**src/design/vip_pkg.sv**
```systemverilog
// Package vip_pkg with image size, pixel type, stage latencies and luma weights
package vip_pkg;

	// ----------------------------------------
	// Pixel and image geometry
	typedef logic [7:0] pix_t;                       // One grey value or colour channel

	localparam int img_hdisp = 64;                   // Active pixels per line
	localparam int img_vdisp = 16;                   // Active lines per frame

	localparam int col_w = $clog2(img_hdisp);        // Column counter width
	localparam int row_w = $clog2(img_vdisp);        // Row counter width

	// ----------------------------------------
	// Stage latencies in clocks
	localparam int lat_demosaic = 1;                 // RAW in to RGB out
	localparam int lat_gray     = 2;                 // Products, then sum
	localparam int lat_median   = 3;                 // Row sort, column pick, final median
	localparam int lat_total    = lat_demosaic + lat_gray + lat_median;

	// ----------------------------------------
	// Luma weights, sum is 256 so a shift by 8 normalises
	localparam int luma_wr = 77;
	localparam int luma_wg = 150;
	localparam int luma_wb = 29;

endpackage

```
**src/design/vip_line_buffer.sv**
```systemverilog
// Module vip_line_buffer, one line of delay for 8-bit pixels
`timescale 1ns/1ps

module vip_line_buffer import vip_pkg::*; (
	input  logic clk,                                // Pixel clock
	input  logic arst_n,                             // Async reset, active low
	input  logic href,                               // Line valid
	input  pix_t din,                                // Pixel of the current line
	output pix_t dout                                // Same column, one line earlier
);

	pix_t             mem [img_hdisp];               // One full line of pixels
	logic [col_w-1:0] ptr;                           // Column pointer

	// Read before write, so dout holds last line's pixel at this column
	assign dout = mem[ptr];

	always_ff @(posedge clk) begin
		if (href) begin
			mem[ptr] <= din;                         // Overwrite after the read
		end
	end

	// Pointer follows the column, back to zero once href drops
	always_ff @(posedge clk or negedge arst_n) begin
		if (!arst_n) begin
			ptr <= '0;
		end else if (href) begin
			ptr <= (ptr == col_w'(img_hdisp - 1)) ? '0 : ptr + 1'b1;
		end else begin
			ptr <= '0;
		end
	end

	// ----------------------------------------
	// A line may not outrun the buffer
	a_ptr_in_range: assert property (@(posedge clk) disable iff (!arst_n)
		href && ptr == col_w'(img_hdisp - 1) |=> !href)
		else $error("line longer than img_hdisp");

endmodule

```
**src/design/vip_bayer_demosaic.sv**
```systemverilog
// Module vip_bayer_demosaic, RAW8 RGGB to RGB888 from a causal 2x2 quad
`timescale 1ns/1ps

module vip_bayer_demosaic import vip_pkg::*; (
	input  logic clk,                                // Pixel clock
	input  logic arst_n,                             // Async reset, active low
	input  logic vsync,                              // Frame start
	input  logic href,                               // Pixel valid
	input  pix_t raw,                                // RAW8 sample
	output logic post_vsync,                         // vsync, one clock later
	output logic post_href,                          // href, one clock later
	output pix_t red,
	output pix_t green,
	output pix_t blue
);

	logic [col_w-1:0] col;                           // Column of the incoming pixel
	logic [row_w-1:0] row;                           // Row of the incoming pixel
	pix_t             lb_dout;                       // (r-1, c)
	pix_t             cur_prev;                      // (r, c-1), ungated
	pix_t             up_prev;                       // (r-1, c-1), ungated
	pix_t             p00, p01, p10, p11;            // Gated quad, p<row><col>
	pix_t             r_sel, b_sel, g_a, g_b;
	logic [8:0]       g_sum;                         // Green pair sum, one extra bit

	vip_line_buffer u_line_buffer (
		.clk    (clk),
		.arst_n (arst_n),
		.href   (href),
		.din    (raw),
		.dout   (lb_dout)
	);

	// ----------------------------------------
	// Position counters and framing delay
	always_ff @(posedge clk or negedge arst_n) begin
		if (!arst_n) begin
			col        <= '0;
			row        <= '0;
			post_vsync <= 1'b0;
			post_href  <= 1'b0;
		end else begin
			post_vsync <= vsync;
			post_href  <= href;                      // Also last href for the edge below
			if (href) begin
				col <= (col == col_w'(img_hdisp - 1)) ? '0 : col + 1'b1;
			end else begin
				col <= '0;
			end
			if (vsync) begin
				row <= '0;                           // New frame
			end else if (post_href && !href) begin
				row <= row + 1'b1;                   // End of line
			end
		end
	end

	// Left neighbours of both rows
	always_ff @(posedge clk) begin
		if (href) begin
			cur_prev <= raw;
			up_prev  <= lb_dout;
		end
	end

	// ----------------------------------------
	// Quad taps with zero outside the frame, then pick by parity
	always_comb begin
		p11 = raw;
		p10 = (col != '0) ? cur_prev : '0;
		p01 = (row != '0) ? lb_dout : '0;
		p00 = (col != '0 && row != '0) ? up_prev : '0;
		case ({row[0], col[0]})
			2'b00: begin                             // Red at (r, c)
				r_sel = p11;
				b_sel = p00;
				g_a   = p10;
				g_b   = p01;
			end
			2'b01: begin                             // Red at (r, c-1)
				r_sel = p10;
				b_sel = p01;
				g_a   = p11;
				g_b   = p00;
			end
			2'b10: begin                             // Red at (r-1, c)
				r_sel = p01;
				b_sel = p10;
				g_a   = p11;
				g_b   = p00;
			end
			default: begin                           // Blue at (r, c)
				r_sel = p00;
				b_sel = p11;
				g_a   = p10;
				g_b   = p01;
			end
		endcase
	end

	assign g_sum = {1'b0, g_a} + {1'b0, g_b};

	always_ff @(posedge clk or negedge arst_n) begin
		if (!arst_n) begin
			red   <= '0;
			green <= '0;
			blue  <= '0;
		end else if (href) begin
			red   <= r_sel;
			green <= g_sum[8:1];                     // Truncated mean
			blue  <= b_sel;
		end
	end

endmodule

```
**src/design/vip_rgb_to_gray.sv**
```systemverilog
// Module vip_rgb_to_gray, two-stage weighted sum giving 8-bit luma
`timescale 1ns/1ps

module vip_rgb_to_gray import vip_pkg::*; (
	input  logic clk,                                // Pixel clock
	input  logic arst_n,                             // Async reset, active low
	input  logic vsync,
	input  logic href,
	input  pix_t red,
	input  pix_t green,
	input  pix_t blue,
	output logic post_vsync,
	output logic post_href,
	output pix_t gray                                // Luma, Y only
);

	logic [lat_gray-1:0] vs_d, hr_d;                 // Framing delay line
	logic [15:0]         prod_r, prod_g, prod_b;     // Stage 1 products
	logic [15:0]         sum;                        // Max 255*256, fits 16 bits

	always_ff @(posedge clk or negedge arst_n) begin
		if (!arst_n) begin
			vs_d <= '0;
			hr_d <= '0;
		end else begin
			vs_d <= {vs_d[lat_gray-2:0], vsync};
			hr_d <= {hr_d[lat_gray-2:0], href};
		end
	end

	// Stage 1
	always_ff @(posedge clk) begin
		if (href) begin
			prod_r <= 16'(red) * 16'(luma_wr);
			prod_g <= 16'(green) * 16'(luma_wg);
			prod_b <= 16'(blue) * 16'(luma_wb);
		end
	end

	assign sum = prod_r + prod_g + prod_b;

	// Stage 2, drop the weight scale
	always_ff @(posedge clk or negedge arst_n) begin
		if (!arst_n) begin
			gray <= '0;
		end else if (hr_d[0]) begin
			gray <= sum[15:8];
		end
	end

	assign post_vsync = vs_d[lat_gray-1];
	assign post_href  = hr_d[lat_gray-1];

endmodule

```
**src/design/vip_median3x3.sv**
```systemverilog
// Module vip_median3x3, 3x3 window over two line buffers and a pipelined median
`timescale 1ns/1ps

module vip_median3x3 import vip_pkg::*; (
	input  logic clk,                                // Pixel clock
	input  logic arst_n,                             // Async reset, active low
	input  logic vsync,
	input  logic href,
	input  pix_t gray,
	output logic post_vsync,
	output logic post_href,
	output pix_t gray_med                            // Median of the 3x3 window
);

	logic [lat_median-1:0] vs_d, hr_d;               // Framing delay, one bit per stage
	logic [col_w-1:0]      col;
	logic [row_w-1:0]      row;                      // Saturates on the last line
	pix_t                  lb1_dout, lb2_dout;       // (r-1, c) and (r-2, c)
	pix_t                  tap [3];                  // Column c, index 0 is row r-2
	pix_t                  prev1 [3];                // Column c-1
	pix_t                  prev2 [3];                // Column c-2
	pix_t                  win [3][3];               // Gated window [row][col]
	pix_t                  row_lo [3], row_md [3], row_hi [3];
	pix_t                  lo_max, md_med, hi_min;

	function automatic pix_t max2(input pix_t a, input pix_t b);
		return (a > b) ? a : b;
	endfunction

	function automatic pix_t min2(input pix_t a, input pix_t b);
		return (a > b) ? b : a;
	endfunction

	function automatic pix_t max3(input pix_t a, input pix_t b, input pix_t c);
		return max2(max2(a, b), c);
	endfunction

	function automatic pix_t min3(input pix_t a, input pix_t b, input pix_t c);
		return min2(min2(a, b), c);
	endfunction

	function automatic pix_t med3(input pix_t a, input pix_t b, input pix_t c);
		return max2(min2(a, b), min2(max2(a, b), c));
	endfunction

	// Chained line buffers, two lines of history
	vip_line_buffer u_line_buffer_0 (
		.clk    (clk),
		.arst_n (arst_n),
		.href   (href),
		.din    (gray),
		.dout   (lb1_dout)
	);

	vip_line_buffer u_line_buffer_1 (
		.clk    (clk),
		.arst_n (arst_n),
		.href   (href),
		.din    (lb1_dout),
		.dout   (lb2_dout)
	);

	// ----------------------------------------
	// Framing delay and position counters
	always_ff @(posedge clk or negedge arst_n) begin
		if (!arst_n) begin
			vs_d <= '0;
			hr_d <= '0;
			col  <= '0;
			row  <= '0;
		end else begin
			vs_d <= {vs_d[lat_median-2:0], vsync};
			hr_d <= {hr_d[lat_median-2:0], href};
			if (href) begin
				col <= (col == col_w'(img_hdisp - 1)) ? '0 : col + 1'b1;
			end else begin
				col <= '0;
			end
			if (vsync) begin
				row <= '0;
			end else if (hr_d[0] && !href && row != row_w'(img_vdisp - 1)) begin
				row <= row + 1'b1;
			end
		end
	end

	// Zero padding above and to the left
	always_comb begin
		tap[0] = (row >= row_w'(2)) ? lb2_dout : '0;
		tap[1] = (row != '0) ? lb1_dout : '0;
		tap[2] = gray;
		for (int k = 0; k < 3; k++) begin
			win[k][2] = tap[k];
			win[k][1] = (col != '0) ? prev1[k] : '0;
			win[k][0] = (col >= col_w'(2)) ? prev2[k] : '0;
		end
	end

	// ----------------------------------------
	// Window shift, stage 1 row sort, stage 2 column pick
	always_ff @(posedge clk) begin
		if (href) begin
			for (int k = 0; k < 3; k++) begin
				prev2[k]  <= prev1[k];
				prev1[k]  <= tap[k];
				row_lo[k] <= min3(win[k][0], win[k][1], win[k][2]);
				row_md[k] <= med3(win[k][0], win[k][1], win[k][2]);
				row_hi[k] <= max3(win[k][0], win[k][1], win[k][2]);
			end
		end
		if (hr_d[0]) begin
			lo_max <= max3(row_lo[0], row_lo[1], row_lo[2]);
			md_med <= med3(row_md[0], row_md[1], row_md[2]);
			hi_min <= min3(row_hi[0], row_hi[1], row_hi[2]);
		end
	end

	// Stage 3, median of the three survivors
	always_ff @(posedge clk or negedge arst_n) begin
		if (!arst_n) begin
			gray_med <= '0;
		end else if (hr_d[1]) begin
			gray_med <= med3(lo_max, md_med, hi_min);
		end
	end

	assign post_vsync = vs_d[lat_median-1];
	assign post_href  = hr_d[lat_median-1];

	// Upstream framing keeps vsync and active pixels apart
	a_no_href_in_vsync: assert property (@(posedge clk) disable iff (!arst_n)
		!(href && vsync))
		else $error("href high during vsync");

endmodule

```
**src/design/vip_image_processor.sv**
```systemverilog
// Module vip_image_processor, RAW to grey pipeline of demosaic, luma and median
`timescale 1ns/1ps

module vip_image_processor import vip_pkg::*; (
	input  logic clk,                                // Sensor pixel clock
	input  logic arst_n,                             // Async reset, active low
	input  logic vsync,
	input  logic href,
	input  pix_t raw,                                // RAW8 RGGB
	output logic post_vsync,
	output logic post_href,
	output pix_t gray                                // Filtered grey, lat_total clocks later
);

	// ----------------------------------------
	// Stage 1, RAW to RGB888
	logic post1_vsync, post1_href;
	pix_t post1_red, post1_green, post1_blue;

	vip_bayer_demosaic u_vip_bayer_demosaic (
		.clk        (clk),
		.arst_n     (arst_n),
		.vsync      (vsync),
		.href       (href),
		.raw        (raw),
		.post_vsync (post1_vsync),
		.post_href  (post1_href),
		.red        (post1_red),
		.green      (post1_green),
		.blue       (post1_blue)
	);

	// ----------------------------------------
	// Stage 2, RGB to luma
	logic post2_vsync, post2_href;
	pix_t post2_gray;

	vip_rgb_to_gray u_vip_rgb_to_gray (
		.clk        (clk),
		.arst_n     (arst_n),
		.vsync      (post1_vsync),
		.href       (post1_href),
		.red        (post1_red),
		.green      (post1_green),
		.blue       (post1_blue),
		.post_vsync (post2_vsync),
		.post_href  (post2_href),
		.gray       (post2_gray)
	);

	// ----------------------------------------
	// Stage 3, 3x3 median on grey
	vip_median3x3 u_vip_median3x3 (
		.clk        (clk),
		.arst_n     (arst_n),
		.vsync      (post2_vsync),
		.href       (post2_href),
		.gray       (post2_gray),
		.post_vsync (post_vsync),
		.post_href  (post_href),
		.gray_med   (gray)
	);

	// End to end framing is a pure delay of the input
	a_total_latency: assert property (@(posedge clk) disable iff (!arst_n)
		post_href == $past(href, lat_total))
		else $error("post_href is not href delayed by lat_total");

endmodule

```
**config.mk**
```make
export PLATFORM = sky130hd
export DESIGN_NAME = vip_image_processor
export DESIGN_NICKNAME = d
export VERILOG_FILES = /design/src/design/vip_pkg.sv /design/src/design/vip_line_buffer.sv /design/src/design/vip_bayer_demosaic.sv /design/src/design/vip_rgb_to_gray.sv /design/src/design/vip_median3x3.sv /design/src/design/vip_image_processor.sv
export SDC_FILE = /design/constraint.sdc
export NUM_CORES = 2
export LEC_CHECK = 0
export BUFFER_PORTS_ARGS = -buffer_cell sky130_fd_sc_hd__buf_2
export CAP_MARGIN = 20
export CORE_MARGIN = 2
export CORE_UTILIZATION = 51
export CTS_CLUSTER_SIZE = 24
export DETAILED_ROUTE_END_ITERATION = 7
export HOLD_SLACK_MARGIN = 0.1
export PLACE_DENSITY = 0.66
export SLEW_MARGIN = 30
export SYNTH_ARGS = -nofsm -noshare
export SYNTH_HDL_FRONTEND = slang
export SYNTH_SLANG_ARGS = --single-unit
```
**constraint.sdc**
```tcl
create_clock -name clk -period 11.2 [get_ports clk]
set_input_delay 1.12 -clock clk [delete_from_list [all_inputs] [get_ports clk]]
set_output_delay 1.12 -clock clk [all_outputs]
set_load 0.05 [all_outputs]
```
==> flow_metrics.env <==
export IMPL_whs_ns=0.347
export IMPL_cts_tree="yes"
export IMPL_wl_met2_um=90600
export IMPL_postLayoutCellArea_mm2=0.0876
export IMPL_hold_violations=0
export IMPL_critPathKind="reg -> reg"
export IMPL_rrSetupSlack_ns=3.22
export IMPL_avgSynthCellArea_um2=15.3
export IMPL_yosysWarnings=0
export IMPL_synth_edff_count=1739
export IMPL_outcome="complete, but fails checks"
export IMPL_ctsHtreeMaxLevel=4
export IMPL_fin_tns_setup_ns=0
export IMPL_die_area_mm2=0.159
export IMPL_cp_required_ns=11.76
export IMPL_fmax_mhz=125
export IMPL_finalCriticalPeriod_ns=7.98
export IMPL_instances_no_fill=7427
export IMPL_cts_root_buf="clkbuf_16"
export IMPL_tightest_slew_ns=1.13
export IMPL_cts_sinks=1829
export IMPL_place_detailed_hpwl_um=124000
export IMPL_drv_cap=0
export IMPL_initial_core_util_pct=51.4
export IMPL_io_buffers=21
export IMPL_critical_path_arrival_ns=8.54
export IMPL_die_h_um=398
export IMPL_grt_total_usage_pct=25.1
export IMPL_ios=22
export IMPL_ys_ff_latch=1829
export IMPL_power_mw=20.2
export IMPL_cp_max_fo=65
export IMPL_peakVddDrop_uv=207
export IMPL_rsz0062_at_grt="false"
export IMPL_gr_total_overflow=0
export IMPL_drc=4
export IMPL_maxSlewViolCount=0
export IMPL_layout_commonest_cell="edfxtp_1"
export IMPL_num_nets_final=5595
export IMPL_start_kind="flop"
export IMPL_layout_drive_gt1_share_pct=12.9
export IMPL_clk_pin_slew_ns=0.06
export IMPL_synth_top_area_share_pct=65.8
export IMPL_cts_resized_gates=0
export IMPL_violations="design-rule violations"
export IMPL_synthCells=5198
export IMPL_postPlaceCellArea_mm2=0.0816
export IMPL_ant_nets=0
export IMPL_clk_latency_ns=0.85
export IMPL_layout_setup_ws_ns=3.22
export IMPL_dpl_cell_count=7089
export IMPL_yosysTopAreaCell="edfxtp_1"
export IMPL_cts_setup_buffers=0
export IMPL_drt_wirelength_per_cell_um=26.9
export IMPL_p_per_area_mw_per_mm2=231
export IMPL_highest_layer="met4"
export IMPL_yosysUniqueCellTypes=76
export IMPL_gp_congestion=0.896
export IMPL_finalSetupViolCount=0
export IMPL_ys_flop_type="edfxtp_1"
export IMPL_final_core_util_pct=56.8
export IMPL_wl_met1_um=84500
export IMPL_syn_to_final_growth_pct=10.4
export IMPL_cts_buffers=183
export IMPL_ctsHoldBuffers=0
export IMPL_cp_end_kind="flop"
export IMPL_fin_skew_ns=0.0805
export IMPL_syn_nets=5562
export IMPL_relSlewSlack_pct=24.1
export IMPL_final_cell_mix="edfxtp_1 (1739), nor2_1 (345), ha_1 (313)"
export IMPL_grt_max_degree=100
export IMPL_drt_iter0_markers=5246
export IMPL_die_w_um=398
export IMPL_wl_met3_um=18400
export IMPL_syn_area_mm2=0.0793
export IMPL_hp_class="in -> async"
export IMPL_coreArea_mm2=0.154
export IMPL_grt_pass1_vias=45200
export IMPL_post_place_ws_ns=2.89
export IMPL_routed_via_density=6.29
export IMPL_synthArstFlopShare_pct=4.92
export IMPL_clockBufferDepth=3
export IMPL_ys_seq_area_share_pct=68.6
export IMPL_grt_pass1_wl_um=297000
export IMPL_routed_wirelength_um=200000
export IMPL_post_route_period_util_pct=71.3
export IMPL_synth_area_top_cells="edfxtp_1 (66%), ha_1 (4.9%), dfrtp_1 (2.8%)"
export IMPL_firstDrtPassIters=8
export IMPL_num_vias=46700
export IMPL_power_leakage_nw=30.7
export IMPL_antenna_found_initial=3
export IMPL_rows=144
## cell type report
class,instances,area (um^2)
clock buffers,225,4810
inverters,269,1010
diodes,2,5.00
multi-input cells,2838,22800
flip-flops and latches,1829,54500
clock inverters,110,1100
repair buffers,110,821
well taps,2044,2560
fillers,11900,66600
## synth_stat cells, drive strengths merged, types with 11 or more instances
| library cell | number |
|---|---|
| nor2b | 48 |
| or4 | 17 |
| o22ai | 42 |
| and3 | 23 |
| inv | 267 |
| mux4 | 80 |
| fa | 39 |
| edfxtp | 1739 |
| nand4 | 14 |
| nand3 | 71 |
| nand2b | 20 |
| a221oi | 184 |
| o21bai | 14 |
| nor2 | 361 |
| a22o | 89 |
| ha | 313 |
| o21ai | 146 |
| buf | 126 |
| mux2i | 170 |
| a31oi | 74 |
| o21a | 29 |
| a222oi | 11 |
| o221ai | 16 |
| a22oi | 243 |
| xnor2 | 42 |
| a221o | 17 |
| xor2 | 20 |
| and2 | 37 |
| mux2 | 149 |
| clkbuf | 136 |
| dfrtp | 90 |
| a21oi | 181 |
| a21o | 36 |
| nand2 | 223 |
## path summary, 6_finish.rpt
kind,cells past startpoint,from,endpoint
max,26,u_vip_median3x3.u_line_buffer_0.ptr[2],u_vip_median3x3.row_md[0][14]
max in group asynchronous,2,arst_n,u_vip_bayer_demosaic.u_line_buffer.ptr[2]
max reg2reg,26,u_vip_median3x3.u_line_buffer_0.ptr[2],u_vip_median3x3.row_md[0][14]
min,1,arst_n,u_vip_median3x3.gray_med[1]
min in group clk,0,u_vip_rgb_to_gray.vs_d[0],u_vip_rgb_to_gray.vs_d[1]
min reg2reg,0,u_vip_rgb_to_gray.vs_d[0],u_vip_rgb_to_gray.vs_d[1]
## kinds of logic after synthesis
logic type / synth area share (%)
flip-flops: 68.6
buffers and inverters: 2.79
multiplexers: 6.53
adder cells (fa/ha/maj): 5.92
AO/OA/AOI/OAI: 10.3
AND/OR/NAND/NOR: 5.08
XOR/XNOR: 0.684
## registers in the layout (all words and copies together), names as in the netlist, 13 cells and up
signal and flops:
u_vip_median3x3.row_lo 24, u_vip_rgb_to_gray.prod_g 15, u_vip_rgb_to_gray.prod_r 15, u_vip_median3x3.row_md 24
u_vip_median3x3.row_hi 24, u_vip_median3x3.prev2 24, u_vip_median3x3.u_line_buffer_0.mem 512, u_vip_median3x3.u_line_buffer_1.mem 512
u_vip_median3x3.prev1 24, u_vip_rgb_to_gray.prod_b 13, u_vip_bayer_demosaic.u_line_buffer.mem 512
## power by group
group          internal [mW]  switching [mW]
sequential              8.43           0.274
combinational           2.17            3.35
clock                   3.38            2.62
total                   14.0            6.25
## worst max-delay path, stage by stage (launching register included)
cell and delay [ns]:
dfrtp_4 0.93, buf_4 0.46, nor2b_1 0.29, buf_4 0.27, a221oi_1 0.31, nor2_1 0.10, a221oi_2 0.22, o22ai_1 0.19
or4_4 0.92, and2_4 0.33, inv_1 0.09, ha_1 0.25, a21o_1 0.17, a21o_1 0.17, a21oi_1 0.15, o21ai_0 0.10
nand2_1 0.62, mux2_2 0.43, ha_1 0.29, o21a_1 0.12, o21ai_0 0.07, nand2b_1 0.08, a21oi_1 0.07, nor2_1 0.09
a211oi_1 0.06, a21oi_2 0.46, mux2_2 0.40
## layer usage
metal / up-vias / track usage, %
met5: - / 0
met4: 0 / 8.12
met3: 391 / 4.92
met2: 2341 / 37.9
met1: 23500 / 36.7
li1: 20400 / -
(Power assumes the default switching activity.)
